### src/design/ao_periph_settings.svh
// **********************************************************************
// Always-on peripheral settings for bus widths, queue depth and map
// **********************************************************************

`ifndef AO_PERIPH_SETTINGS_SVH
`define AO_PERIPH_SETTINGS_SVH

// Bus widths
`define AO_ADDR_W 32
`define AO_DATA_W 32
`define AO_BE_W 4

`define AO_FAST_INTR_N 15
`define AO_REQ_QUEUE_DEPTH 2

// Address map regions are aligned to their size
`define AO_SOC_CTRL_BASE 32'h0000_0000
`define AO_FAST_INTR_BASE 32'h0000_1000
`define AO_REGION_SIZE 32'h0000_1000

// SoC control offsets
`define AO_EXIT_VALID_OFS 32'h0
`define AO_EXIT_VALUE_OFS 32'h4
`define AO_BOOT_SEL_OFS 32'h8

// Fast interrupt controller offsets
`define AO_INTR_PENDING_OFS 32'h0
`define AO_INTR_ENABLE_OFS 32'h4
`define AO_INTR_CLEAR_OFS 32'h8

`endif
### src/design/ao_periph_pkg.sv
// **********************************************************************
// Bus types and peripheral indices of the always-on subsystem
// **********************************************************************

`default_nettype none

`include "ao_periph_settings.svh"

package ao_periph_pkg;

  // OBI request from the bus master
  typedef struct packed {
    logic                  req;
    logic                  we;
    logic [`AO_BE_W-1:0]   be;
    logic [`AO_ADDR_W-1:0] addr;
    logic [`AO_DATA_W-1:0] wdata;
  } obi_req_t;

  // OBI response with gnt in the address phase and the rest in the response phase
  typedef struct packed {
    logic                  gnt;
    logic                  rvalid;
    logic                  err;
    logic [`AO_DATA_W-1:0] rdata;
  } obi_rsp_t;

  typedef struct packed {
    logic                  valid;
    logic                  write;
    logic [`AO_ADDR_W-1:0] addr;
    logic [`AO_DATA_W-1:0] wdata;
    logic [`AO_BE_W-1:0]   wstrb;
  } reg_req_t;

  typedef struct packed {
    logic                  ready;
    logic                  error;
    logic [`AO_DATA_W-1:0] rdata;
  } reg_rsp_t;

  typedef enum logic [0:0] {
    IDX_SOC_CTRL  = 1'b0,
    IDX_FAST_INTR = 1'b1
  } periph_idx_e;

  localparam int unsigned AO_PERIPHERALS = 2;

endpackage

`default_nettype wire

### src/design/ao_peripheral_subsystem.sv
// **********************************************************************
// Always-on peripheral subsystem with SoC control and fast interrupts
// **********************************************************************

`timescale 1ns/100ps
`default_nettype none

`include "ao_periph_settings.svh"

module ao_peripheral_subsystem (
  input  logic                       clk_i,
  input  logic                       arst_n_i,
  input  ao_periph_pkg::obi_req_t    slave_req_i,
  output ao_periph_pkg::obi_rsp_t    slave_resp_o,
  input  logic                       boot_select_i,
  output logic                       exit_valid_o,
  output logic [31:0]                exit_value_o,
  input  logic [`AO_FAST_INTR_N-1:0] fast_intr_i,
  output logic [`AO_FAST_INTR_N-1:0] fast_intr_o
);

  ao_periph_pkg::reg_req_t periph_req;
  ao_periph_pkg::reg_rsp_t periph_rsp;
  ao_periph_pkg::reg_req_t soc_ctrl_req;
  ao_periph_pkg::reg_rsp_t soc_ctrl_rsp;
  ao_periph_pkg::reg_req_t fast_intr_req;
  ao_periph_pkg::reg_rsp_t fast_intr_rsp;

  obi_reg_bridge obi_reg_bridge_i (
    .clk_i     (clk_i),
    .arst_n_i  (arst_n_i),
    .obi_req_i (slave_req_i),
    .obi_rsp_o (slave_resp_o),
    .reg_req_o (periph_req),
    .reg_rsp_i (periph_rsp)
  );

  reg_demux reg_demux_i (
    .reg_req_i       (periph_req),
    .reg_rsp_o       (periph_rsp),
    .soc_ctrl_req_o  (soc_ctrl_req),
    .soc_ctrl_rsp_i  (soc_ctrl_rsp),
    .fast_intr_req_o (fast_intr_req),
    .fast_intr_rsp_i (fast_intr_rsp),
    .clk_i           (clk_i),
    .arst_n_i        (arst_n_i)
  );

  soc_ctrl soc_ctrl_i (
    .clk_i         (clk_i),
    .arst_n_i      (arst_n_i),
    .reg_req_i     (soc_ctrl_req),
    .reg_rsp_o     (soc_ctrl_rsp),
    .boot_select_i (boot_select_i),
    .exit_valid_o  (exit_valid_o),
    .exit_value_o  (exit_value_o)
  );

  fast_intr_ctrl fast_intr_ctrl_i (
    .clk_i       (clk_i),
    .arst_n_i    (arst_n_i),
    .reg_req_i   (fast_intr_req),
    .reg_rsp_o   (fast_intr_rsp),
    .fast_intr_i (fast_intr_i),
    .fast_intr_o (fast_intr_o)
  );

endmodule

`default_nettype wire

### src/design/fast_intr_ctrl.sv
// **********************************************************************
// Fast interrupt controller with pending, enable and clear registers
// **********************************************************************

`timescale 1ns/100ps
`default_nettype none

`include "ao_periph_settings.svh"

module fast_intr_ctrl (
  input  logic                       clk_i,
  input  logic                       arst_n_i,
  input  ao_periph_pkg::reg_req_t    reg_req_i,
  output ao_periph_pkg::reg_rsp_t    reg_rsp_o,
  input  logic [`AO_FAST_INTR_N-1:0] fast_intr_i,
  output logic [`AO_FAST_INTR_N-1:0] fast_intr_o
);

  logic [`AO_FAST_INTR_N-1:0] pending_q;
  logic [`AO_FAST_INTR_N-1:0] enable_q;
  logic [`AO_FAST_INTR_N-1:0] intr_q;
  logic [`AO_FAST_INTR_N-1:0] clr_mask;

  logic is_pend;
  logic is_en;
  logic is_clr;
  logic wr_en;

  assign is_pend = (reg_req_i.addr == `AO_INTR_PENDING_OFS);
  assign is_en   = (reg_req_i.addr == `AO_INTR_ENABLE_OFS);
  assign is_clr  = (reg_req_i.addr == `AO_INTR_CLEAR_OFS);
  assign wr_en   = reg_req_i.valid & reg_req_i.write;

  assign clr_mask = (wr_en && is_clr) ? reg_req_i.wdata[`AO_FAST_INTR_N-1:0] : '0;

  always_ff @(posedge clk_i or negedge arst_n_i) begin
    if (!arst_n_i) begin
      pending_q <= '0;
      enable_q  <= '1;
      intr_q    <= '0;
    end else begin
      // A new event wins over a clear in the same cycle
      pending_q <= (pending_q & ~clr_mask) | fast_intr_i;
      intr_q    <= pending_q & enable_q;
      if (wr_en && is_en) begin
        for (int i = 0; i < `AO_FAST_INTR_N; i++) begin
          if (reg_req_i.wstrb[i/8]) begin
            enable_q[i] <= reg_req_i.wdata[i];
          end
        end
      end
    end
  end

  always_comb begin
    reg_rsp_o       = '0;
    reg_rsp_o.ready = reg_req_i.valid;
    reg_rsp_o.error = ~(is_pend | is_en | is_clr);
    if (!reg_req_i.write) begin
      if (is_pend) begin
        reg_rsp_o.rdata[`AO_FAST_INTR_N-1:0] = pending_q;
      end else if (is_en) begin
        reg_rsp_o.rdata[`AO_FAST_INTR_N-1:0] = enable_q;
      end
    end
  end

  assign fast_intr_o = intr_q;

endmodule

`default_nettype wire

### src/design/soc_ctrl.sv
// **********************************************************************
// SoC control registers for exit status and boot select
// **********************************************************************

`timescale 1ns/100ps
`default_nettype none

`include "ao_periph_settings.svh"

module soc_ctrl (
  input  logic                    clk_i,
  input  logic                    arst_n_i,
  input  ao_periph_pkg::reg_req_t reg_req_i,
  output ao_periph_pkg::reg_rsp_t reg_rsp_o,
  input  logic                    boot_select_i,
  output logic                    exit_valid_o,
  output logic [31:0]             exit_value_o
);

  logic                  exit_valid_q;
  logic [`AO_DATA_W-1:0] exit_value_q;

  logic is_valid;
  logic is_value;
  logic is_boot;
  logic wr_en;

  assign is_valid = (reg_req_i.addr == `AO_EXIT_VALID_OFS);
  assign is_value = (reg_req_i.addr == `AO_EXIT_VALUE_OFS);
  assign is_boot  = (reg_req_i.addr == `AO_BOOT_SEL_OFS);
  assign wr_en    = reg_req_i.valid & reg_req_i.write;

  always_ff @(posedge clk_i or negedge arst_n_i) begin
    if (!arst_n_i) begin
      exit_valid_q <= 1'b0;
      exit_value_q <= '0;
    end else begin
      if (wr_en && is_valid) begin
        exit_valid_q <= reg_req_i.wdata[0];
      end
      if (wr_en && is_value) begin
        for (int b = 0; b < `AO_BE_W; b++) begin
          if (reg_req_i.wstrb[b]) begin
            exit_value_q[8*b +: 8] <= reg_req_i.wdata[8*b +: 8];
          end
        end
      end
    end
  end

  // Boot select is read only
  always_comb begin
    reg_rsp_o       = '0;
    reg_rsp_o.ready = reg_req_i.valid;
    reg_rsp_o.error = ~(is_valid | is_value | is_boot);
    if (!reg_req_i.write) begin
      if (is_valid) begin
        reg_rsp_o.rdata[0] = exit_valid_q;
      end else if (is_value) begin
        reg_rsp_o.rdata = exit_value_q;
      end else if (is_boot) begin
        reg_rsp_o.rdata[0] = boot_select_i;
      end
    end
  end

  assign exit_valid_o = exit_valid_q;
  assign exit_value_o = exit_value_q;

endmodule

`default_nettype wire

### src/design/reg_demux.sv
// **********************************************************************
// Register bus decoder routing accesses to the peripheral regions
// **********************************************************************

`timescale 1ns/100ps
`default_nettype none

`include "ao_periph_settings.svh"

module reg_demux (
  input  ao_periph_pkg::reg_req_t reg_req_i,
  output ao_periph_pkg::reg_rsp_t reg_rsp_o,
  output ao_periph_pkg::reg_req_t soc_ctrl_req_o,
  input  ao_periph_pkg::reg_rsp_t soc_ctrl_rsp_i,
  output ao_periph_pkg::reg_req_t fast_intr_req_o,
  input  ao_periph_pkg::reg_rsp_t fast_intr_rsp_i,
  input  logic                    clk_i,
  input  logic                    arst_n_i
);

  localparam logic [`AO_ADDR_W-1:0] OFS_MASK = `AO_REGION_SIZE - 1;

  ao_periph_pkg::reg_rsp_t [ao_periph_pkg::AO_PERIPHERALS-1:0] rsp_vec;
  ao_periph_pkg::periph_idx_e sel;

  logic                  hit_soc;
  logic                  hit_intr;
  logic                  mapped;
  logic [`AO_ADDR_W-1:0] offset;

  // Region match on the upper address bits
  assign hit_soc  = ((reg_req_i.addr & ~OFS_MASK) == `AO_SOC_CTRL_BASE);
  assign hit_intr = ((reg_req_i.addr & ~OFS_MASK) == `AO_FAST_INTR_BASE);
  assign mapped   = hit_soc | hit_intr;
  assign offset   = reg_req_i.addr & OFS_MASK;

  assign sel = hit_intr ? ao_periph_pkg::IDX_FAST_INTR : ao_periph_pkg::IDX_SOC_CTRL;

  always_comb begin
    soc_ctrl_req_o       = reg_req_i;
    soc_ctrl_req_o.valid = reg_req_i.valid & hit_soc;
    soc_ctrl_req_o.addr  = offset;

    fast_intr_req_o       = reg_req_i;
    fast_intr_req_o.valid = reg_req_i.valid & hit_intr;
    fast_intr_req_o.addr  = offset;
  end

  assign rsp_vec[ao_periph_pkg::IDX_SOC_CTRL]  = soc_ctrl_rsp_i;
  assign rsp_vec[ao_periph_pkg::IDX_FAST_INTR] = fast_intr_rsp_i;

  // Unmapped accesses complete at once with an error
  always_comb begin
    if (mapped) begin
      reg_rsp_o = rsp_vec[sel];
    end else begin
      reg_rsp_o       = '0;
      reg_rsp_o.ready = 1'b1;
      reg_rsp_o.error = 1'b1;
    end
  end

  a_single_target: assert property (
    @(posedge clk_i) disable iff (!arst_n_i)
    $onehot0({soc_ctrl_req_o.valid, fast_intr_req_o.valid}));

endmodule

`default_nettype wire

### src/design/obi_reg_bridge.sv
// **********************************************************************
// OBI slave with a small request queue, issuing in-order register
// bus accesses and returning one registered response per request
// **********************************************************************

`timescale 1ns/100ps
`default_nettype none

`include "ao_periph_settings.svh"

module obi_reg_bridge (
  input  logic                    clk_i,
  input  logic                    arst_n_i,
  input  ao_periph_pkg::obi_req_t obi_req_i,
  output ao_periph_pkg::obi_rsp_t obi_rsp_o,
  output ao_periph_pkg::reg_req_t reg_req_o,
  input  ao_periph_pkg::reg_rsp_t reg_rsp_i
);

  localparam int unsigned DEPTH = `AO_REQ_QUEUE_DEPTH;
  localparam int unsigned PTR_W = (DEPTH > 1) ? $clog2(DEPTH) : 1;
  localparam int unsigned CNT_W = $clog2(DEPTH + 1);

  ao_periph_pkg::reg_req_t q_mem [DEPTH];
  ao_periph_pkg::reg_req_t entry;

  logic [PTR_W-1:0] head_q;
  logic [PTR_W-1:0] tail_q;
  logic [CNT_W-1:0] count_q;
  logic             push;
  logic             pop;

  logic                  rvalid_q;
  logic                  err_q;
  logic [`AO_DATA_W-1:0] rdata_q;

  function automatic logic [PTR_W-1:0] ptr_inc(input logic [PTR_W-1:0] ptr);
    ptr_inc = (ptr == PTR_W'(DEPTH - 1)) ? '0 : ptr + 1'b1;
  endfunction

  assign push = obi_req_i.req & obi_rsp_o.gnt;
  assign pop  = reg_req_o.valid & reg_rsp_i.ready;

  always_comb begin
    entry       = '0;
    entry.valid = 1'b1;
    entry.write = obi_req_i.we;
    entry.addr  = obi_req_i.addr;
    entry.wdata = obi_req_i.wdata;
    entry.wstrb = obi_req_i.be;
  end

  always_ff @(posedge clk_i) begin
    if (push) begin
      q_mem[tail_q] <= entry;
    end
  end

  always_ff @(posedge clk_i or negedge arst_n_i) begin
    if (!arst_n_i) begin
      head_q  <= '0;
      tail_q  <= '0;
      count_q <= '0;
    end else begin
      if (push) begin
        tail_q <= ptr_inc(tail_q);
      end
      if (pop) begin
        head_q <= ptr_inc(head_q);
      end
      case ({push, pop})
        2'b10:   count_q <= count_q + 1'b1;
        2'b01:   count_q <= count_q - 1'b1;
        default: count_q <= count_q;
      endcase
    end
  end

  // Head of queue drives the register bus
  always_comb begin
    reg_req_o       = q_mem[head_q];
    reg_req_o.valid = (count_q != '0);
  end

  always_ff @(posedge clk_i or negedge arst_n_i) begin
    if (!arst_n_i) begin
      rvalid_q <= 1'b0;
    end else begin
      rvalid_q <= pop;
    end
  end

  // Write responses carry no data
  always_ff @(posedge clk_i) begin
    if (pop) begin
      err_q   <= reg_rsp_i.error;
      rdata_q <= reg_req_o.write ? '0 : reg_rsp_i.rdata;
    end
  end

  // Grant while a slot is free
  always_comb begin
    obi_rsp_o.gnt    = (count_q != CNT_W'(DEPTH));
    obi_rsp_o.rvalid = rvalid_q;
    obi_rsp_o.err    = err_q;
    obi_rsp_o.rdata  = rdata_q;
  end

  a_no_accept_when_full: assert property (
    @(posedge clk_i) disable iff (!arst_n_i)
    push |-> (count_q < CNT_W'(DEPTH)));

  // Pointers meet only when the queue is empty or full
  a_ptr_count_match: assert property (
    @(posedge clk_i) disable iff (!arst_n_i)
    (head_q == tail_q) == ((count_q == '0) || (count_q == CNT_W'(DEPTH))));

endmodule

`default_nettype wire

### config.mk
export PLATFORM = sky130hd
export DESIGN_NAME = ao_peripheral_subsystem
export DESIGN_NICKNAME = d
export VERILOG_FILES = /design/src/design/ao_periph_pkg.sv /design/src/design/ao_peripheral_subsystem.sv /design/src/design/fast_intr_ctrl.sv /design/src/design/soc_ctrl.sv /design/src/design/reg_demux.sv /design/src/design/obi_reg_bridge.sv
export VERILOG_INCLUDE_DIRS = /design/src /design/src/design
export SDC_FILE = /design/constraint.sdc
export NUM_CORES = 1
export LEC_CHECK = 0
export BUFFER_PORTS_ARGS = -buffer_cell sky130_fd_sc_hd__buf_2
export CAP_MARGIN = 10
export CELL_PAD_IN_SITES_DETAIL_PLACEMENT = 1
export CELL_PAD_IN_SITES_GLOBAL_PLACEMENT = 1
export CORE_UTILIZATION = 42
export CTS_CLUSTER_SIZE = 24
export DETAILED_ROUTE_END_ITERATION = 8
export PLACE_DENSITY_LB_ADDON = 0.1
export SETUP_SLACK_MARGIN = 0.3
export SKIP_CTS_REPAIR_TIMING = 1
export SYNTH_ARGS = -nofsm -noshare
export SYNTH_HDL_FRONTEND = slang
export SYNTH_SLANG_ARGS = --single-unit
### constraint.sdc
create_clock -name clk_i -period 3.8 [get_ports clk_i]
set_clock_uncertainty 0.1 [all_clocks]
set_input_delay 0.57 -clock clk_i [delete_from_list [all_inputs] [get_ports clk_i]]
set_output_delay 0.57 -clock clk_i [all_outputs]
set_load 0.05 [all_outputs]
==> results.json, run 1 <==
{
  "io_buffers": 170,
  "viasPerCell": 5.14,
  "synth_edf_count": 171,
  "cts_sinks": 254,
  "num_rows": 54,
  "drcViolationCount": 0,
  "syn_area_per_cell_um2": 18.1,
  "startpoint_type": "register",
  "syn-num-nets": 619,
  "overflow": 0,
  "routed_wl_mm": 20.8,
  "clk_path_buf_depth": 3,
  "hp-class": "input pin to async pin",
  "ant_nets": 0,
  "leakage_nw": 4.64,
  "nNetsFinal": 811,
  "gp_congestion": 0.739,
  "worstPathMaxFanout": 31,
  "syn-cell-area_um2": 9570,
  "grt_pass1_wl_mm": 32.8,
  "maxCapViolCount": 0,
  "routedWlPerCell_um": 20.4,
  "multi_input_area_um2": 2260,
  "cts_buffers": 27,
  "tightest_slew_ps": 996,
  "grt_pass1_vias": 5819,
  "cp.required_ps": 4080,
  "outcome": "finished clean",
  "max_slew_margin_pct": 33.6,
  "cts_tree": "done",
  "crit_path_end_kind": "register",
  "period_share_pct": 83.1,
  "ys.flop_type": "edfxtp_1",
  "synth-seq-area-share_pct": 75.6,
  "grt_max_degree": 70,
  "drtIter0Drc": 128,
  "drive_above_1_share_pct": 43.9,
  "insertion_delay_ps": 520,
  "synth_cell_type_count": 44,
  "die_area_um2": 23400,
  "setup_tns_ps": 0,
  "path_class": "register to register",
  "core_um2": 22100,
  "final_hold_viol_count": 0,
  "die_x_um": 153,
  "fin_crit_ps": 3160,
  "start_util_pct": 43.3,
  "dr.pass1.iters": 4,
  "fmax_ghz": 0.317,
  "finalSetupViolCount": 0,
  "ir_worst_vdd_mv": 0.316,
  "seq_area_um2": 7230,
  "ys_ff_latch": 254,
  "io_pins": 171,
  "root_buffer": "clkbuf_16",
  "num_vias": 5261,
  "fin_util_pct": 52.4,
  "antenna_found_initial": 2,
  "area_growth_syn_to_layout_pct": 21.0,
  "async_flop_share_pct": 32.7,
  "critPathArrivalTime_ps": 3440,
  "h-tree-depth": 1,
  "clk_transition_reported_paths_ps": 60,
  "drv_slew": 0,
  "synthCells": 530,
  "power.density_nw_per_um2": 676,
  "rsz0062_at_grt": "no",
  "yosys_warnings": 0,
  "track_usage_pct": 18.2,
  "dp_hpwl_mm": 14.2,
  "num-fill-cells": 2132,
  "die_h_um": 153
}
## stage by stage
stage / total power, mW / setup WS [ps] / hold WS [ps] / instance area (um2) / cells
after floorplan: 5.03 / 386 / 174 / 9570 / 530
after global placement: 5.47 / 756 / 374 / 10800 / 973
after detailed placement: 5.53 / 621 / 384 / 10800 / 973
after CTS: 7.96 / 586 / 93.2 / 11600 / 1022
after global routing: 8.16 / 411 / 117 / 11600 / 1023
final: 7.83 / 644 / 50.5 / 11600 / 1023
## critical path: stages (launching register included)
cell and delay [ps]:
dfrtp_2 610, nor4b_1 340, nand4_1 320, a221oi_4 650
and3_2 750, and2_1 240
## per-layer routing
layer | share of wire, % | wire (um) | GRT usage [%]
met1 | 43 | 8890 | 22.8
met2 | 52 | 10800 | 32.5
met3 | 3.7 | 774 | 3.29
met4 | 1.8 | 380 | 4.33
met5 | 0.067 | 14 | 0
## cell usage after synthesis, types with 2 or more instances
library cell	number	area (um2)
edfxtp_1	171	5130
mux2_2	84	946
dfrtp_1	68	1700
and2_1	32	200
nand3_1	26	130
a21o_1	15	113
dfstp_2	15	394
mux2i_1	15	150
o2bb2ai_1	14	123
nor2_1	13	48.8
nand2_1	10	37.5
nor4_1	7	43.8
a22oi_1	4	30.0
buf_2	4	20.0
buf_4	4	30.0
clkbuf_1	4	15.0
xnor2_1	4	35.0
buf_6	3	33.8
nand4_1	3	18.8
a221oi_1	2	17.5
a221oi_4	2	52.6
inv_1	2	7.51
nand3_4	2	35.0
nand3b_1	2	15.0
nand4_4	2	42.5
nand4b_1	2	17.5
nor3_1	2	10.0
nor4b_1	2	17.5
## area by class of cell
class / count / area share [%]
sequential: 254 / 62.5
tap: 280 / 3.03
antenna: 1 / 0.0216
clock buffer: 40 / 6.34
timing repair buffer: 178 / 8.00
clock inverter: 9 / 0.594
multi-input combinational: 259 / 19.5
inverter: 2 / 0.0648
## cell usage in the layout, fill, tap and decap left out, types with 2 or more instances in the layout
master      netlist  routed
a21o_1           15      15
a221oi_1          2       2
a221oi_4          2       2
a22oi_1           4       3
a22oi_2           1       2
and2_1           32      32
buf_2             4     169
buf_4             4       8
clkbuf_1          4      12
clkbuf_16         0      27
clkinv_1          0       5
clkinvlp_4        0       2
dfrtp_1          68      67
dfstp_2          15      15
edfxtp_1        171     171
mux2_2           84      84
mux2i_1          15      15
nand2_1          10      10
nand3_1          26      26
nand3_4           2       2
nand3b_1          2       2
nand4_1           3       3
nand4_4           2       2
nand4b_1          2       2
nor2_1           13      12
nor3_1            2       2
nor4_1            7       7
nor4b_1           2       2
o2bb2ai_1        14      14
xnor2_1           4       4
## sequential cells by signal, indices dropped and copies added, names as in the netlist
signal and cells:
obi_reg_bridge_i.tail_q 1, obi_reg_bridge_i.rdata_q 32, obi_reg_bridge_i.rvalid_q 1, obi_reg_bridge_i.count_q 2
obi_reg_bridge_i.head_q 1, fast_intr_ctrl_i.fast_intr_o 15, soc_ctrl_i.exit_valid_o 1, obi_reg_bridge_i.q_mem 138
soc_ctrl_i.exit_value_o 32, fast_intr_ctrl_i.pending_q 15, obi_reg_bridge_i.err_q 1, fast_intr_ctrl_i.enable_q 15
## power by group
| part | leakage, nW | switching, mW | total, mW | internal [mW] |
|---|---|---|---|---|
| combinational | 1.60 | 1.23 | 1.67 | 0.446 |
| clock | 0.380 | 0.999 | 2.40 | 1.40 |
| sequential | 2.66 | 0.177 | 3.76 | 3.58 |
| total | 4.64 | 2.40 | 7.83 | 5.43 |
## final timing paths
path	from	slack, ps	cells after the start	endpoint
min in group clk_i	fast_intr_i[0]	130	2	fast_intr_ctrl_i.pending_q[0]$_DFF_PN0_
max reg2reg	obi_reg_bridge_i.head_q$_DFFE_PN0P_	640	5	obi_reg_bridge_i.rdata_q[22]$_SDFFCE_PP0P_
min	arst_n_i	50	1	soc_ctrl_i.exit_value_o[21]$_DFFE_PN0P_
min reg2reg	fast_intr_ctrl_i.pending_q[11]$_DFF_PN0_	400	1	fast_intr_ctrl_i.pending_q[11]$_DFF_PN0_
max in group asynchronous	arst_n_i	2630	2	fast_intr_ctrl_i.enable_q[1]$_DFFE_PN1P_
max	obi_reg_bridge_i.head_q$_DFFE_PN0P_	640	5	obi_reg_bridge_i.rdata_q[22]$_SDFFCE_PP0P_
## logic make-up (layout without fill, tap and decap cells)
kind of cell / Yosys count / count (layout) / synth area share (%)
xor gates and xnor gates: 5 / 5 / 0.458
adders and majority gates: 1 / 1 / 0.131
AOI/OAI and AO/OA: 43 / 43 / 4.04
buffers and inverters: 17 / 229 / 1.11
muxes: 99 / 99 / 11.5
and+or+nand+nor: 111 / 111 / 7.26
other: 0 / 1 / 0
DFF: 254 / 254 / 75.6
Note: power is estimated with default switching activity, not from simulation.
==> inputs of run 2 (changes only) <==
Settings changed: CORE_UTILIZATION 42 to 47.
Clock period 3.8 ns to 3.16 ns, I/O delays scaled along.
==> run 2 against run 1 <==
Critical path depth is 2 higher. First-iteration DRC count is 88% higher. Sequential share of layout area is 1.2 points lower. Hold slack worse by 13 ps. Global-route usage is 2.8 points higher. Core utilization is 7.5 points higher. Routed wire length is 2.4% higher. Cell area is 2.0% higher. Total power is 26% higher. Die area is 11% lower. Clock power is 36% higher. Flip-flop and latch count stayed put. Largest power group unchanged. Highest routed layer is now met4.
==> results.json, run 2 (synthesis gave the netlist of run 1 again) <==
{
  "die_x_um": 145,
  "h-tree-depth": 1,
  "largest-register": "obi_reg_bridge_i.q_mem",
  "drive_above_1_share_pct": 46.4,
  "regToRegStartpoint": "obi_reg_bridge_i.head_q$_DFFE_PN0P_",
  "track_usage_pct": 21.0,
  "r2r_slack_ps": 620,
  "tightest_slew_ps": 807,
  "dr.pass1.iters": 4,
  "worstPathMaxFanout": 20,
  "cp.required_ps": 3410,
  "cts_buffers": 27,
  "routedWlPerCell_um": 21.0,
  "antenna_cells": 0,
  "fmax_ghz": 0.393,
  "period_share_pct": 80.5,
  "finalSetupViolCount": 0,
  "grt_max_degree": 70,
  "ir_worst_vdd_mv": 0.488,
  "crit_path_end_kind": "register",
  "viasPerCell": 5.31,
  "io_pins": 171,
  "gp_congestion": 0.801,
  "maxCapViolCount": 0,
  "cts_tree": "done",
  "reg2reg_to": "obi_reg_bridge_i.rdata_q[8]$_SDFFCE_PP0P_",
  "drv_slew": 0,
  "grt_pass1_vias": 5978,
  "path_class": "register to register",
  "die_area_um2": 20900,
  "nNetsFinal": 821,
  "setup_tns_ps": 0,
  "leakage_nw": 4.78,
  "layout_common_cells": "edfxtp_1, buf_2, mux2_2",
  "multi_input_area_um2": 2280,
  "clk_path_buf_depth": 3,
  "largest_reg_flops": 138,
  "power.density_nw_per_um2": 835,
  "outcome": "finished clean",
  "insertion_delay_ps": 520,
  "ant_nets": 0,
  "io_buffers": 170,
  "die_h_um": 145,
  "antenna_found_initial": 0,
  "drcViolationCount": 0,
  "core_um2": 19700,
  "setup.worst_path.end": "obi_reg_bridge_i.rdata_q[8]$_SDFFCE_PP0P_",
  "num-fill-cells": 1835,
  "cts_sinks": 254,
  "dp_hpwl_mm": 14.2,
  "reg2reg_depth": 7,
  "power_mw": 9.86,
  "fin_crit_ps": 2540,
  "startpoint": "obi_reg_bridge_i.head_q$_DFFE_PN0P_",
  "max_slew_margin_pct": 46.0,
  "root_buffer": "clkbuf_16",
  "clk_transition_reported_paths_ps": 60,
  "layout_commonest_cell": "edfxtp_1",
  "overflow": 0,
  "num_vias": 5396,
  "place_ws_ps": 378,
  "startpoint_type": "register",
  "routed_wl_mm": 21.3,
  "start_util_pct": 48.5,
  "critPathArrivalTime_ps": 2800,
  "drtIter0Drc": 241,
  "hp-class": "input pin to register",
  "fin_ws_ps": 617,
  "rsz0062_at_grt": "no",
  "grt_pass1_wl_mm": 32.7,
  "final_hold_viol_count": 0,
  "num_rows": 51,
  "area_growth_syn_to_layout_pct": 23.4,
  "seq_area_um2": 7230
}
-- run 2: metal layers --
metal	part of all wire, %	GRT usage, %	up-vias	routed length (um)
li1	-	-	2438	-
met1	41	25.9	2773	8710
met2	53	37.9	150	11200
met3	4.4	3.62	35	940
met4	2.2	5.54	0	470
met5	0	0	-	0
-- run 2: how the worst min path moves through the flow --
stage | end | depth (start not counted) | start
2_1_floorplan | fast_intr_ctrl_i.fast_intr_o[0]$_DFF_PN0_ | 0 | arst_n_i
3_3_place_gp | fast_intr_ctrl_i.pending_q[14]$_DFF_PN0_ | 1 | fast_intr_ctrl_i.pending_q[14]$_DFF_PN0_
3_5_place_dp | fast_intr_ctrl_i.pending_q[11]$_DFF_PN0_ | 1 | fast_intr_ctrl_i.pending_q[11]$_DFF_PN0_
4_1_cts | soc_ctrl_i.exit_value_o[20]$_DFFE_PN0P_ | 1 | arst_n_i
5_1_grt | fast_intr_ctrl_i.pending_q[11]$_DFF_PN0_ | 2 | fast_intr_i[11]
6_report | fast_intr_ctrl_i.pending_q[11]$_DFF_PN0_ | 2 | fast_intr_i[11]
-- run 2: worst max-delay path, cell delays in order (launching register included) --
cell       delay, ps
dfrtp_2          470
buf_4            250
nor2b_1          170
nand4_1          200
a22oi_2          350
and3_2           490
buf_12           210
o2bb2ai_1        130
-- run 2: final cells by class --
class | instances | share of cell area [%]
Sequential cell | 254 | 61.2
Tap cell | 265 | 2.81
Clock buffer | 30 | 5.99
Multi-Input combinational cell | 259 | 19.3
Clock inverter | 19 | 1.88
Timing Repair Buffer | 188 | 8.71
Inverter | 2 | 0.0636
-- run 2: per-stage QoR --
| step | hold slack (ps) | cells | cell area (um2) | utilization, % |
|---|---|---|---|---|
| floorplan | 78.4 | 530 | 9580 | - |
| global placement | 373 | 965 | 10800 | 55.0 |
| detailed placement | 384 | 965 | 10800 | 55.0 |
| CTS | -81.3 | 1014 | 11800 | 59.7 |
| global route | 12.5 | 1017 | 11800 | 59.9 |
| finish | 37.6 | 1017 | 11800 | 59.9 |
-- run 2: report_power, final --
part / leakage (nW) / switching, mW / internal, mW / total (mW)
Clock: 0.461 / 1.25 / 2.01 / 3.26
Combinational: 1.66 / 1.53 / 0.568 / 2.09
Sequential: 2.66 / 0.198 / 4.31 / 4.50
Total: 4.78 / 2.98 / 6.88 / 9.86
